### config.mk
export PLATFORM = sky130hd
export DESIGN_NAME = cpu_top
export DESIGN_NICKNAME = d
export VERILOG_FILES = /design/src/rtl/apb_pkg.sv /design/src/rtl/cpu_pkg.sv /design/src/rtl/alu.sv /design/src/rtl/apb_master.sv /design/src/rtl/core_sequencer.sv /design/src/rtl/cpu_top.sv /design/src/rtl/instr_decoder.sv /design/src/rtl/reg_file.sv
export SDC_FILE = /design/constraint.sdc
export NUM_CORES = 2
export LEC_CHECK = 0
export BUFFER_PORTS_ARGS = -buffer_cell sky130_fd_sc_hd__buf_4
export CAP_MARGIN = 40
export CORE_MARGIN = 8
export CORE_UTILIZATION = 40
export CTS_CLUSTER_DIAMETER = 30
export CTS_CLUSTER_SIZE = 20
export DETAILED_ROUTE_END_ITERATION = 8
export SLEW_MARGIN = 10
export SYNTH_ARGS = -nofsm -noshare
export SYNTH_HDL_FRONTEND = slang
export SYNTH_SLANG_ARGS = --single-unit
### constraint.sdc
create_clock -name clk -period 34.2 [get_ports clk]
set_clock_uncertainty 0.1 [all_clocks]
set_input_delay 5.13 -clock clk [delete_from_list [all_inputs] [get_ports clk]]
set_output_delay 5.13 -clock clk [all_outputs]
set_load 0.02 [all_outputs]
### src/rtl/apb_pkg.sv
`default_nettype none

package apb_pkg;

    // master to slave
    typedef struct packed {
        logic [31:0] paddr;
        logic [31:0] pwdata;
        logic        psel;
        logic        penable;
        logic        pwrite;
    } apb_req_t;

    // slave to master, pslverr not acted on by the core
    typedef struct packed {
        logic [31:0] prdata;
        logic        pready;
        logic        pslverr;
    } apb_rsp_t;

endpackage

`default_nettype wire

### src/rtl/cpu_pkg.sv
`default_nettype none

package cpu_pkg;

    parameter int XLEN = 32;

    // major opcodes of the kept RV32I subset
    typedef enum logic [6:0] {
        OP     = 7'b0110011,
        OP_IMM = 7'b0010011,
        LOAD   = 7'b0000011,
        STORE  = 7'b0100011,
        BRANCH = 7'b1100011,
        JAL    = 7'b1101111,
        JALR   = 7'b1100111,
        LUI    = 7'b0110111
    } opcode_e;

    typedef enum logic [2:0] {
        ADD,
        SUB,
        XOR,
        OR,
        AND,
        SLL,
        SRL,
        PASS_B // operand b straight through, lui
    } alu_op_e;

    typedef struct packed {
        logic [4:0]      rd;
        logic [4:0]      rs1;
        logic [4:0]      rs2;
        logic [XLEN-1:0] imm;       // already sign extended
        alu_op_e         alu_op;
        logic            use_imm;   // operand b from imm instead of rs2
        logic            is_load;
        logic            is_store;
        logic            is_branch;
        logic            is_jal;
        logic            is_jalr;
        logic            writes_rd;
        logic [2:0]      funct3;    // branch condition select
        logic            valid;
    } decoded_t;

    typedef enum logic [1:0] {
        FETCH,
        EXECUTE,
        MEMORY,
        WRITEBACK
    } seq_state_e;

endpackage

`default_nettype wire

### src/rtl/alu.sv
`timescale 1ns/10ps
`default_nettype none

module alu (
    input  wire cpu_pkg::decoded_t        dec_i,
    input  wire [cpu_pkg::XLEN-1:0]       rs1_data_i,
    input  wire [cpu_pkg::XLEN-1:0]       rs2_data_i,
    input  wire [cpu_pkg::XLEN-1:0]       pc_i,
    output logic [cpu_pkg::XLEN-1:0]      result_o,
    output logic [cpu_pkg::XLEN-1:0]      mem_addr_o,
    output logic                          branch_taken_o,
    output logic [cpu_pkg::XLEN-1:0]      jump_target_o
);

    logic [cpu_pkg::XLEN-1:0] op_b;
    logic [cpu_pkg::XLEN-1:0] addr_sum; // rs1 + imm, shared by lw/sw and jalr
    logic                     cond;

    assign op_b     = dec_i.use_imm ? dec_i.imm : rs2_data_i;
    assign addr_sum = rs1_data_i + dec_i.imm;

    always_comb begin
        case (dec_i.alu_op)
            cpu_pkg::ADD:    result_o = rs1_data_i + op_b;
            cpu_pkg::SUB:    result_o = rs1_data_i - op_b;
            cpu_pkg::XOR:    result_o = rs1_data_i ^ op_b;
            cpu_pkg::OR:     result_o = rs1_data_i | op_b;
            cpu_pkg::AND:    result_o = rs1_data_i & op_b;
            cpu_pkg::SLL:    result_o = rs1_data_i << op_b[4:0];
            cpu_pkg::SRL:    result_o = rs1_data_i >> op_b[4:0];
            cpu_pkg::PASS_B: result_o = op_b;
            default:         result_o = '0;
        endcase
    end

    // branch conditions, signed compare
    always_comb begin
        case (dec_i.funct3)
            3'b000:  cond = (rs1_data_i == rs2_data_i);
            3'b001:  cond = (rs1_data_i != rs2_data_i);
            3'b100:  cond = ($signed(rs1_data_i) < $signed(rs2_data_i));
            3'b101:  cond = ($signed(rs1_data_i) >= $signed(rs2_data_i));
            default: cond = 1'b0;
        endcase
    end

    assign branch_taken_o = dec_i.is_branch & cond;
    assign mem_addr_o     = addr_sum;

    // jalr clears bit 0, branch and jal are pc relative
    assign jump_target_o = dec_i.is_jalr ? {addr_sum[cpu_pkg::XLEN-1:1], 1'b0}
                                         : pc_i + dec_i.imm;

endmodule

`default_nettype wire

### src/rtl/apb_master.sv
`timescale 1ns/10ps
`default_nettype none

module apb_master (
    input  wire                 clk,
    input  wire                 rst,
    input  wire                 start_i,
    input  wire [31:0]          addr_i,
    input  wire                 write_i,
    input  wire [31:0]          wdata_i,
    output logic                done_o,
    output logic [31:0]         rdata_o,
    output apb_pkg::apb_req_t   apb_req_o,
    input  wire apb_pkg::apb_rsp_t apb_rsp_i
);

    // psel/penable double as the state: idle 00, setup 10, access 11
    logic        psel_q;
    logic        penable_q;
    logic        pwrite_q;
    logic [31:0] paddr_q;
    logic [31:0] pwdata_q;

    always_ff @(posedge clk or posedge rst) begin
        if (rst) begin
            psel_q    <= 1'b0;
            penable_q <= 1'b0;
        end else if (!psel_q) begin
            psel_q <= start_i;
        end else if (!penable_q) begin
            penable_q <= 1'b1; // setup always lasts one cycle
        end else if (apb_rsp_i.pready) begin
            psel_q    <= 1'b0;
            penable_q <= 1'b0;
        end
    end

    // request captured once, held through wait states
    always_ff @(posedge clk) begin
        if (!psel_q && start_i) begin
            paddr_q  <= addr_i;
            pwrite_q <= write_i;
            pwdata_q <= wdata_i;
        end
    end

    assign done_o  = psel_q & penable_q & apb_rsp_i.pready;
    assign rdata_o = apb_rsp_i.prdata;

    always_comb begin
        apb_req_o.paddr   = paddr_q;
        apb_req_o.pwdata  = pwdata_q;
        apb_req_o.psel    = psel_q;
        apb_req_o.penable = penable_q;
        apb_req_o.pwrite  = pwrite_q;
    end

    a_penable_psel : assert property (@(posedge clk) disable iff (rst)
        apb_req_o.penable |-> apb_req_o.psel);

    a_hold_on_wait : assert property (@(posedge clk) disable iff (rst)
        (psel_q && penable_q && !apb_rsp_i.pready)
            |=> $stable(paddr_q) && $stable(pwrite_q) && $stable(pwdata_q));

endmodule

`default_nettype wire

### src/rtl/core_sequencer.sv
`timescale 1ns/10ps
`default_nettype none

module core_sequencer #(
    parameter logic [cpu_pkg::XLEN-1:0] RESET_VECTOR = '0
) (
    input  wire                       clk,
    input  wire                       rst,
    input  wire cpu_pkg::decoded_t    dec_i,
    input  wire [cpu_pkg::XLEN-1:0]   alu_result_i,
    input  wire [cpu_pkg::XLEN-1:0]   mem_addr_i,
    input  wire [cpu_pkg::XLEN-1:0]   rs2_data_i,
    input  wire                       branch_taken_i,
    input  wire [cpu_pkg::XLEN-1:0]   jump_target_i,
    input  wire                       bus_done_i,
    input  wire [cpu_pkg::XLEN-1:0]   bus_rdata_i,
    output logic [cpu_pkg::XLEN-1:0]  instr_o,
    output logic [cpu_pkg::XLEN-1:0]  pc_o,
    output logic                      bus_start_o,
    output logic [cpu_pkg::XLEN-1:0]  bus_addr_o,
    output logic                      bus_write_o,
    output logic [cpu_pkg::XLEN-1:0]  bus_wdata_o,
    output logic                      rd_we_o,
    output logic [4:0]                rd_addr_o,
    output logic [cpu_pkg::XLEN-1:0]  rd_data_o
);

    cpu_pkg::seq_state_e      state;
    logic                     busy;       // transfer issued, done not seen yet
    logic [cpu_pkg::XLEN-1:0] pc_q;
    logic [cpu_pkg::XLEN-1:0] instr_q;
    logic [cpu_pkg::XLEN-1:0] load_q;
    logic [cpu_pkg::XLEN-1:0] pc_plus4;
    logic                     mem_access;
    logic                     redirect;

    assign pc_plus4   = pc_q + 32'd4;
    assign mem_access = dec_i.valid & (dec_i.is_load | dec_i.is_store);
    assign redirect   = dec_i.valid & (dec_i.is_jal | dec_i.is_jalr | branch_taken_i);

    always_ff @(posedge clk or posedge rst) begin
        if (rst) begin
            state <= cpu_pkg::FETCH;
            busy  <= 1'b0;
            pc_q  <= RESET_VECTOR;
        end else begin
            if (bus_start_o) begin
                busy <= 1'b1;
            end else if (bus_done_i) begin
                busy <= 1'b0;
            end
            case (state)
                cpu_pkg::FETCH: begin
                    if (bus_done_i) begin
                        state <= cpu_pkg::EXECUTE;
                    end
                end
                cpu_pkg::EXECUTE: begin
                    state <= mem_access ? cpu_pkg::MEMORY : cpu_pkg::WRITEBACK;
                end
                cpu_pkg::MEMORY: begin
                    if (bus_done_i) begin
                        state <= cpu_pkg::WRITEBACK;
                    end
                end
                default: begin // writeback, rd is written on this same edge
                    state <= cpu_pkg::FETCH;
                    pc_q  <= redirect ? jump_target_i : pc_plus4;
                end
            endcase
        end
    end

    always_ff @(posedge clk) begin
        if ((state == cpu_pkg::FETCH) && bus_done_i) begin
            instr_q <= bus_rdata_i;
        end
        if ((state == cpu_pkg::MEMORY) && bus_done_i) begin
            load_q <= bus_rdata_i;
        end
    end

    // start right away out of reset, so the first setup follows rst
    assign bus_start_o = !busy && ((state == cpu_pkg::FETCH) || (state == cpu_pkg::MEMORY));
    assign bus_addr_o  = (state == cpu_pkg::MEMORY) ? mem_addr_i : pc_q;
    assign bus_write_o = (state == cpu_pkg::MEMORY) & dec_i.is_store;
    assign bus_wdata_o = rs2_data_i;

    assign rd_we_o   = (state == cpu_pkg::WRITEBACK) & dec_i.valid & dec_i.writes_rd;
    assign rd_addr_o = dec_i.rd;

    always_comb begin
        if (dec_i.is_load) begin
            rd_data_o = load_q;
        end else if (dec_i.is_jal || dec_i.is_jalr) begin
            rd_data_o = pc_plus4; // link value
        end else begin
            rd_data_o = alu_result_i;
        end
    end

    assign instr_o = instr_q;
    assign pc_o    = pc_q;

    // start is a single-cycle pulse and the state waits for done
    a_start_state : assert property (@(posedge clk) disable iff (rst)
        bus_start_o |=> !bus_start_o && $stable(state));

    a_state_known : assert property (@(posedge clk) disable iff (rst)
        !$isunknown(state));

endmodule

`default_nettype wire

### src/rtl/cpu_top.sv
`timescale 1ns/10ps
`default_nettype none

module cpu_top #(
    parameter logic [cpu_pkg::XLEN-1:0] RESET_VECTOR = '0,
    parameter int                       NUM_REGS     = 32
) (
    input  wire                       clk,
    input  wire                       rst,
    output apb_pkg::apb_req_t         apb_req_o,
    input  wire apb_pkg::apb_rsp_t    apb_rsp_i
);

    cpu_pkg::decoded_t        dec;
    logic [cpu_pkg::XLEN-1:0] instr;
    logic [cpu_pkg::XLEN-1:0] pc;
    logic [cpu_pkg::XLEN-1:0] rs1_data;
    logic [cpu_pkg::XLEN-1:0] rs2_data;
    logic [cpu_pkg::XLEN-1:0] alu_result;
    logic [cpu_pkg::XLEN-1:0] mem_addr;
    logic                     branch_taken;
    logic [cpu_pkg::XLEN-1:0] jump_target;
    logic                     bus_start;
    logic [cpu_pkg::XLEN-1:0] bus_addr;
    logic                     bus_write;
    logic [cpu_pkg::XLEN-1:0] bus_wdata;
    logic                     bus_done;
    logic [cpu_pkg::XLEN-1:0] bus_rdata;
    logic                     rd_we;
    logic [4:0]               rd_addr;
    logic [cpu_pkg::XLEN-1:0] rd_data;

    core_sequencer #(
        .RESET_VECTOR(RESET_VECTOR)
    ) core_sequencer_i (
        .clk           (clk),
        .rst           (rst),
        .dec_i         (dec),
        .alu_result_i  (alu_result),
        .mem_addr_i    (mem_addr),
        .rs2_data_i    (rs2_data),
        .branch_taken_i(branch_taken),
        .jump_target_i (jump_target),
        .bus_done_i    (bus_done),
        .bus_rdata_i   (bus_rdata),
        .instr_o       (instr),
        .pc_o          (pc),
        .bus_start_o   (bus_start),
        .bus_addr_o    (bus_addr),
        .bus_write_o   (bus_write),
        .bus_wdata_o   (bus_wdata),
        .rd_we_o       (rd_we),
        .rd_addr_o     (rd_addr),
        .rd_data_o     (rd_data)
    );

    instr_decoder instr_decoder_i (
        .instr_i(instr),
        .dec_o  (dec)
    );

    reg_file #(
        .NUM_REGS(NUM_REGS)
    ) reg_file_i (
        .clk       (clk),
        .rst       (rst),
        .rs1_i     (dec.rs1),
        .rs2_i     (dec.rs2),
        .rd_i      (rd_addr),
        .we_i      (rd_we),
        .wdata_i   (rd_data),
        .rs1_data_o(rs1_data),
        .rs2_data_o(rs2_data)
    );

    alu alu_i (
        .dec_i         (dec),
        .rs1_data_i    (rs1_data),
        .rs2_data_i    (rs2_data),
        .pc_i          (pc),
        .result_o      (alu_result),
        .mem_addr_o    (mem_addr),
        .branch_taken_o(branch_taken),
        .jump_target_o (jump_target)
    );

    apb_master apb_master_i (
        .clk      (clk),
        .rst      (rst),
        .start_i  (bus_start),
        .addr_i   (bus_addr),
        .write_i  (bus_write),
        .wdata_i  (bus_wdata),
        .done_o   (bus_done),
        .rdata_o  (bus_rdata),
        .apb_req_o(apb_req_o),
        .apb_rsp_i(apb_rsp_i)
    );

endmodule

`default_nettype wire

### src/rtl/instr_decoder.sv
`timescale 1ns/10ps
`default_nettype none

module instr_decoder (
    input  wire [cpu_pkg::XLEN-1:0] instr_i,
    output cpu_pkg::decoded_t       dec_o
);

    logic [6:0]             opcode;
    logic [2:0]             funct3;
    logic [6:0]             funct7;
    logic                   f3_arith_ok; // funct3 kept for OP / OP_IMM
    logic                   op_f7_ok;
    logic                   imm_f7_ok;
    cpu_pkg::alu_op_e       arith_op;
    logic [cpu_pkg::XLEN-1:0] imm_i;
    logic [cpu_pkg::XLEN-1:0] imm_s;
    logic [cpu_pkg::XLEN-1:0] imm_b;
    logic [cpu_pkg::XLEN-1:0] imm_u;
    logic [cpu_pkg::XLEN-1:0] imm_j;

    assign opcode = instr_i[6:0];
    assign funct3 = instr_i[14:12];
    assign funct7 = instr_i[31:25];

    assign imm_i = {{20{instr_i[31]}}, instr_i[31:20]};
    assign imm_s = {{20{instr_i[31]}}, instr_i[31:25], instr_i[11:7]};
    assign imm_b = {{19{instr_i[31]}}, instr_i[31], instr_i[7], instr_i[30:25],
                    instr_i[11:8], 1'b0};
    assign imm_u = {instr_i[31:12], 12'b0};
    assign imm_j = {{11{instr_i[31]}}, instr_i[31], instr_i[19:12], instr_i[20],
                    instr_i[30:21], 1'b0};

    assign f3_arith_ok = (funct3 != 3'b010) && (funct3 != 3'b011);
    // only sub carries funct7 0100000
    assign op_f7_ok = (funct7 == 7'h00) || ((funct7 == 7'h20) && (funct3 == 3'b000));
    // slli / srli need a clean funct7
    assign imm_f7_ok = (funct3[1:0] != 2'b01) || (funct7 == 7'h00);

    always_comb begin
        case (funct3)
            3'b000: begin
                if ((opcode == cpu_pkg::OP) && funct7[5]) begin
                    arith_op = cpu_pkg::SUB;
                end else begin
                    arith_op = cpu_pkg::ADD;
                end
            end
            3'b001: arith_op = cpu_pkg::SLL;
            3'b100: arith_op = cpu_pkg::XOR;
            3'b101: arith_op = cpu_pkg::SRL;
            3'b110: arith_op = cpu_pkg::OR;
            3'b111: arith_op = cpu_pkg::AND;
            default: arith_op = cpu_pkg::ADD; // also lw / sw address add
        endcase
    end

    always_comb begin
        dec_o        = '0;
        dec_o.rd     = instr_i[11:7];
        dec_o.rs1    = instr_i[19:15];
        dec_o.rs2    = instr_i[24:20];
        dec_o.funct3 = funct3;
        dec_o.alu_op = arith_op;
        case (opcode)
            cpu_pkg::OP: begin
                dec_o.writes_rd = 1'b1;
                dec_o.valid     = f3_arith_ok & op_f7_ok;
            end
            cpu_pkg::OP_IMM: begin
                dec_o.imm       = imm_i;
                dec_o.use_imm   = 1'b1;
                dec_o.writes_rd = 1'b1;
                dec_o.valid     = f3_arith_ok & imm_f7_ok;
            end
            cpu_pkg::LOAD: begin
                dec_o.imm       = imm_i;
                dec_o.use_imm   = 1'b1;
                dec_o.is_load   = 1'b1;
                dec_o.writes_rd = 1'b1;
                dec_o.valid     = (funct3 == 3'b010); // lw only
            end
            cpu_pkg::STORE: begin
                dec_o.imm      = imm_s;
                dec_o.use_imm  = 1'b1;
                dec_o.is_store = 1'b1;
                dec_o.valid    = (funct3 == 3'b010);
            end
            cpu_pkg::BRANCH: begin
                dec_o.imm       = imm_b;
                dec_o.is_branch = 1'b1;
                dec_o.valid     = ~funct3[1]; // beq bne blt bge
            end
            cpu_pkg::JAL: begin
                dec_o.imm       = imm_j;
                dec_o.is_jal    = 1'b1;
                dec_o.writes_rd = 1'b1;
                dec_o.valid     = 1'b1;
            end
            cpu_pkg::JALR: begin
                dec_o.imm       = imm_i;
                dec_o.use_imm   = 1'b1;
                dec_o.is_jalr   = 1'b1;
                dec_o.writes_rd = 1'b1;
                dec_o.valid     = (funct3 == 3'b000);
            end
            cpu_pkg::LUI: begin
                dec_o.imm       = imm_u;
                dec_o.use_imm   = 1'b1;
                dec_o.alu_op    = cpu_pkg::PASS_B;
                dec_o.writes_rd = 1'b1;
                dec_o.valid     = 1'b1;
            end
            default: dec_o.valid = 1'b0; // unknown opcode, runs as a no-op
        endcase
    end

endmodule

`default_nettype wire

### src/rtl/reg_file.sv
`timescale 1ns/10ps
`default_nettype none

module reg_file #(
    parameter int NUM_REGS = 32
) (
    input  wire                           clk,
    input  wire                           rst,
    input  wire [$clog2(NUM_REGS)-1:0]    rs1_i,
    input  wire [$clog2(NUM_REGS)-1:0]    rs2_i,
    input  wire [$clog2(NUM_REGS)-1:0]    rd_i,
    input  wire                           we_i,
    input  wire [cpu_pkg::XLEN-1:0]       wdata_i,
    output logic [cpu_pkg::XLEN-1:0]      rs1_data_o,
    output logic [cpu_pkg::XLEN-1:0]      rs2_data_o
);

    logic [cpu_pkg::XLEN-1:0] regs [NUM_REGS];

    always_ff @(posedge clk or posedge rst) begin
        if (rst) begin
            for (int i = 0; i < NUM_REGS; i++) begin
                regs[i] <= '0;
            end
        end else if (we_i && (rd_i != '0)) begin // x0 stays zero
            regs[rd_i] <= wdata_i;
        end
    end

    assign rs1_data_o = regs[rs1_i];
    assign rs2_data_o = regs[rs2_i];

    a_wr_idx_known : assert property (@(posedge clk) disable iff (rst)
        we_i |-> !$isunknown(rd_i));

endmodule

`default_nettype wire

======== Word-level counts from Yosys, hierarchy flattened ========
Cells that the tools add are included.
cells by class
  magnitude comparators ................... 6
  add/sub/neg operators ................... 5
  reductions and logical operators ........ 28
  shift-type cells ........................ 2
  equality and inequality tests ........... 32
  bitwise logic cells ..................... 20
  muxes and demuxes ....................... 38
operators by type and width
  cell                     count
  $bwmux W1024             1
  $mux W32                 11
  $bmux W32 S5             2
  $pmux W32 S8             1
  $demux W32 S5            1
  $pmux W32 S5             1
  $add A32 B32 Y32         3
  $add A32 B3 Y32 const B  1
  $and A32 B32 Y32         1
  $eq A32 B32 Y1           1
  $ge A32 B32 Y1           1
  $lt A32 B32 Y1           1
  $ne A32 B32 Y1           1
  $or A32 B32 Y32          1
  $shl A32 B5 Y32          1
  $shr A32 B5 Y32          1
  $sub A32 B32 Y32         1
  $xor A32 B32 Y32         1
  $eq A7 B6 Y1 const B     4
  $eq A3 B3 Y1 const B     8
  $eq A7 B7 Y1 const B     3
  $ge A6 B6 Y1 const B     3
  $not A5 Y6               3
  $pmux W3 S6              1
  31 further kinds         78
storage, ports and cells
  logic and storage cells ................. 173
  output and inout bits ................... 67
  input port bits ......................... 36
  register bits ........................... 1190

======== Logic depth before layout (Yosys ltp) ========
  depth in word-level cells ............... 10
  gate-level depth with buffers ........... 32

======== Hierarchy ========
Synthesis repeated with hierarchy kept, for this count alone.
unflattened totals
  cells, all modules ...................... 7142
  area, all modules ....................... 76467.1 µm²
modules (own cells, without submodules)
  module          times used  area an instance (µm²)  sequential area each (µm²)  cells each
  reg_file        1           55939.9                 25624.6                     4602
  alu             1           11541.1                 0.0                         1727
  core_sequencer  1           5825.6                  2797.7                      581
  apb_master      1           2308.5                  2001.9                      109
  instr_decoder   1           852.1                   0.0                         123

======== Worst setup path after synthesis ========
OpenSTA, ideal clock, no wires.
  path type ............................... input port to flip-flop
  from .................................... in apb_rsp_i[1] (netlist name)
  to ...................................... reg core_sequencer_i.instr_q (netlist bit core_sequencer_i.instr_o[0]), enable pin
  setup slack ............................. 27425 ps
  cell stages on the path ................. 3
  path buffers ............................ 1
  arrival ................................. 6283 ps
  cell sequence ........................... and3_1 -> clkbuf_1 -> and2_1
on the way
  cells in the longest elaborated chain, start to end .. 2
RTL lines
  what                    RTL line              source
  start: declaration      cpu_top.sv:11         input wire apb_pkg::apb_rsp_t apb_rsp_i
  $and A1 B1 Y1           apb_master.sv:47      assign done_o = psel_q & penable_q & apb_rsp_i.pready;
  $logic_and A1 B1 Y1     core_sequencer.sv:75  if ((state == cpu_pkg::FETCH) && bus_done_i) begin
  end signal: assignment  core_sequencer.sv:76  instr_q <= bus_rdata_i;
  end: declaration        core_sequencer.sv:31  logic [cpu_pkg::XLEN-1:0] instr_q;
No other way between the ends.
A chain may end at the register's enable or synchronous reset.

======== Final worst setup path ========
  from .................................... reg core_sequencer_i.instr_q (netlist bit core_sequencer_i.instr_o[20])
  to ...................................... reg reg_file_i.regs[474] (netlist name)
on the way
  cells in the longest elaborated chain, start to end .. 10
  elaborated cells between the ends (all ways) .. 17
  classes of those cells .................. add/sub: 2; shift: 2; mux: 9; bitwise: 4
RTL lines
  what                                                         RTL line              source
  $not A5 Y6 (implied by the code) *                           reg_file.sv:31        assign rs2_data_o = regs[rs2_i];
  $bmux W32 S5 *                                               reg_file.sv:31
  $mux W32 (implied by the code) * (2 in series)               reg_file.sv:31
  via alu_i.rs2_data_i, one bit                                alu.sv:7              input wire [cpu_pkg::XLEN-1:0] rs2_data_i,
  $mux W32 *                                                   alu.sv:19             assign op_b = dec_i.use_imm ? dec_i.imm : rs2_data_i;
  $sub A32 B32 Y32 / $add A32 B32 Y32 (equally long branches)  alu.sv:25, alu.sv:24
  $pmux W32 S8 *                                               alu.sv:23             case (dec_i.alu_op)
  $mux W32 *                                                   core_sequencer.sv:95  end else if (dec_i.is_jal || dec_i.is_jalr) begin
  $mux W32 *                                                   core_sequencer.sv:93  if (dec_i.is_load) begin
  $bwmux W1024 *                                               reg_file.sv:26        regs[rd_i] <= wdata_i;
  end signal: indexed assignment                               reg_file.sv:26
  end: declaration                                             reg_file.sv:18        logic [cpu_pkg::XLEN-1:0] regs [NUM_REGS];
Mark *: on every way through the listed nets, which the timed path passes. The rest lies on a longest branch. The select of a mux whose other input is x is not followed.

==> results.md <==
- Placer Congestion: 1.08
- Fill count: 17285
- Drt initial violations: 9516
- Post-synth ARST share: 89.2%
- R2R Setup Slk: 23580 ps
- Main synth FF type: dfrtp_1
- Tmin final: 10620 ps
- Area share of the largest cell type after synthesis: 34.5%
- Clock slew at reported path FFs: 40 ps
- CTS tree: yes
- Most used cell, CP: buf_4
- Global Route Usage Sum: 33.8%
- R2R Path End: reg_file_i.regs[474]$_DFFE_PP0P_
- Register area share after synthesis: 39.6%
- Commonest non-fill, non-tap cell in the layout: dfrtp_1
- P per Cell Area: 64.3 mW/mm2
- CP arrival: 11300 ps
- Max stage delay on crit path: 670 ps
- Final Hold Vio Count: 0
- Synth Net Count: 7762
- Slew @ Worst Pin: 1140 ps
- IO Pins: 103
- Clock sink count: 1190
- Design Power: 5930 uW
- Worst Hold End: reg_file_i.regs[1023]$_DFFE_PP0P_
- CP Launch Type: flop
- Max cap viols: 0
- Post-synth EDFFs: 129
- DRC viols: 0
- WP data required: 34880 ps
- Hold Path Cell Cnt: 0
- Period Utilization, post-route: 31.0%
- DIE HEIGHT: 454 um
- Final setup fails: 0
- CTS root buffer: clkbuf_16
- Crit path max-delay cell type: nor4b_4
- Pre-CTS setup slack: 23540 ps
- First-pass GRT wire length: 505000 um
- Max Clk Rate: 0.0942 GHz
- DIE WIDTH: 454 um
- Peak VDD IR: 58.0 uV
- Area contributors post-synth: dfrtp_1 (35%), mux4_2 (8.7%), mux2_2 (7.0%)
- PnR worst setup slack: 23580 ps
- Drt total wl: 360000 um
- Mapped Area: 0.0769 mm2
- Via count of the first global-routing pass: 67151
- Setup TNS: 0 ps
- Synth warnings: 0
- Post-DP Area: 0.0812 mm2
- Worst setup EP type: flop
- Cell count after synthesis: 7525
- Area leader, netlist: dfrtp_1
- Post-detail-place hpwl: 246000 um
- Nets: 7823
- Layout cells sized above 1: 24.6%
- CTS Hold Bufs: 0
- Worst Hold Launch: reg_file_i.regs[1023]$_DFFE_PP0P_
- Vias per cell: 6.72
- Largest net degree at the start of global routing: 120
- Initial antenna violation count: 24
- Routed Antenna Nets: 0
- Postcts setup bufs: 0
- Clk buf depth: 4
- Status: finished, final reports clean
- Worst rel slew slack: 24.2%
- Leakage: 0.0404 uW
- Core area: 0.192 mm2
- GRT overflow: 0
- Slew Viols, Final: 0
- Via count: 69712
- Post-synth cell types: 111
- Mean routed wirelength per cell: 34.7 um
- PortBufs: 101
- Die area: 0.206 mm2
- Core Util, Final: 48.1%
- R2r worst-path depth: 27
- RR Startpoint: core_sequencer_i.instr_o[20]$_DFFE_PP_
- Hold crit path type: flop to flop
- CTS resizes: 0
- Synthesized flop and latch total: 1190
- Fin area: 0.0923 mm2
- Critical Path Start: core_sequencer_i.instr_o[20]$_DFFE_PP_
- Clock insertion delay at the later pin of the skew report: 960 ps
- Most frequent cells in the layout: dfrtp_1 (1061), nand2_1 (702), o21ai_0 (568)
- Area Growth Syn to Fin: 20.1%
- Worst Path Max Fanout: 90
- First drt pass iteration count: 9
- Initial core utilization: 40.1%
- CTS H-Tree Depth: 5
- RSZ-0062 raised after global routing: no
- # rows: 161
- CTS buffer count: 317
- Critical path type: flop to flop
- Avg Inst Size Synth: 10.2 um2
==> layer usage <==
layer | vias to the layer above | routed length, um | share of wire, % | GRT usage (%)
li1 | 28407 | - | - | -
met1 | 34766 | 133000 | 37 | 41.6
met2 | 5105 | 151000 | 42 | 48.2
met3 | 1426 | 45300 | 13 | 12.3
met4 | 8 | 31700 | 8.8 | 25.3
met5 | - | 137 | 0.038 | 0.355
==> synth_stat cells (all sizes together) (12+ instances only) <==
library cell	count
a211o	27
a211oi	78
a21o	78
a21oi	457
a221oi	47
a22o	28
a22oi	304
a311oi	12
a31oi	108
and2	35
and3	36
and4	21
buf	222
clkbuf	483
dfrtp	1061
edfxtp	129
ha	198
inv	144
mux2	476
mux2i	509
mux4	298
nand2	711
nand2b	29
nand3	138
nand4	47
nor2	491
nor2b	28
nor3	100
nor4	12
o2111ai	15
o211a	13
o211ai	71
o21a	28
o21ai	585
o21bai	19
o221ai	16
o22ai	23
o31ai	126
or2	17
or3	19
xnor2	100
xor2	37
==> registers in the layout (all words and copies together) (netlist names) <==
register	cells
apb_master_i.paddr_q	32
core_sequencer_i.load_q	32
core_sequencer_i.state	2
core_sequencer_i.busy	1
core_sequencer_i.instr_o	32
apb_master_i.penable_q	1
apb_master_i.pwdata_q	32
core_sequencer_i.pc_o	32
apb_master_i.psel_q	1
reg_file_i.regs	1024
apb_master_i.pwrite_q	1
==> metrics by stage <==
stage          cells  hold WS, ps
6_report       10371          298
5_1_grt        10343          311
4_1_cts        10336          299
3_5_place_dp    9788          287
3_3_place_gp    9726          284
2_1_floorplan   7525          338
==> worst max-delay path, delay by kind of cell (launching register included) <==
kind	cells	cell delay, ps
compound gates	10	2610
fa+ha+maj	1	350
buf+inv	7	3330
simple gates	6	2440
xor+xnor	2	440
mux	1	570
flops	1	440
==> cell type report <==
class | instances | area (um2) | area share, %
sequential | 1190 | 30400 | 33.0
timing repair buffer | 447 | 4000 | 4.33
clock inverter | 149 | 2120 | 2.30
clock buffer | 399 | 8750 | 9.48
antenna | 30 | 75.1 | 0.0813
multi-input combinational | 5485 | 43200 | 46.8
inverter | 145 | 548 | 0.594
tap | 2526 | 3160 | 3.42
==> report_power, final <==
group | internal, uW | switching (uW) | leakage, uW | total, uW
registers | 1480 | 32.1 | 0.0160 | 1510
logic | 370 | 980 | 0.0191 | 1350
clock network | 2150 | 924 | 0.00526 | 3070
==> worst max path at each step <==
stage | endpoint | slack (ps) | cells past startpoint
6_report | reg_file_i.regs[474]$_DFFE_PP0P_ | 23580 | 27
3_3_place_gp | reg_file_i.regs[922]$_DFFE_PP0P_ | 22750 | 26
3_5_place_dp | reg_file_i.regs[777]$_DFFE_PP0P_ | 23540 | 8
5_1_grt | reg_file_i.regs[479]$_DFFE_PP0P_ | 23290 | 27
4_1_cts | reg_file_i.regs[890]$_DFFE_PP0P_ | 23850 | 27
2_1_floorplan | apb_master_i.penable_q$_DFFE_PP0P_ | 14340 | 1
==> logic make-up (layout without fill, tap and decap cells) <==
logic type               Yosys count  after routing  synth area share [%]
AO/OA/AOI/OAI                   2127           2127                  17.9
AND/OR/NAND/NOR                 1737           1737                  10.2
multiplexers                    1283           1283                  22.4
flip-flops                      1190           1190                  39.6
buffers and inverters            850           1140                  5.10
adder cells (fa/ha/maj)          201            201                  3.30
XOR/XNOR                         137            137                  1.56
other                              0             30                     0
(Power assumes the default switching activity.)
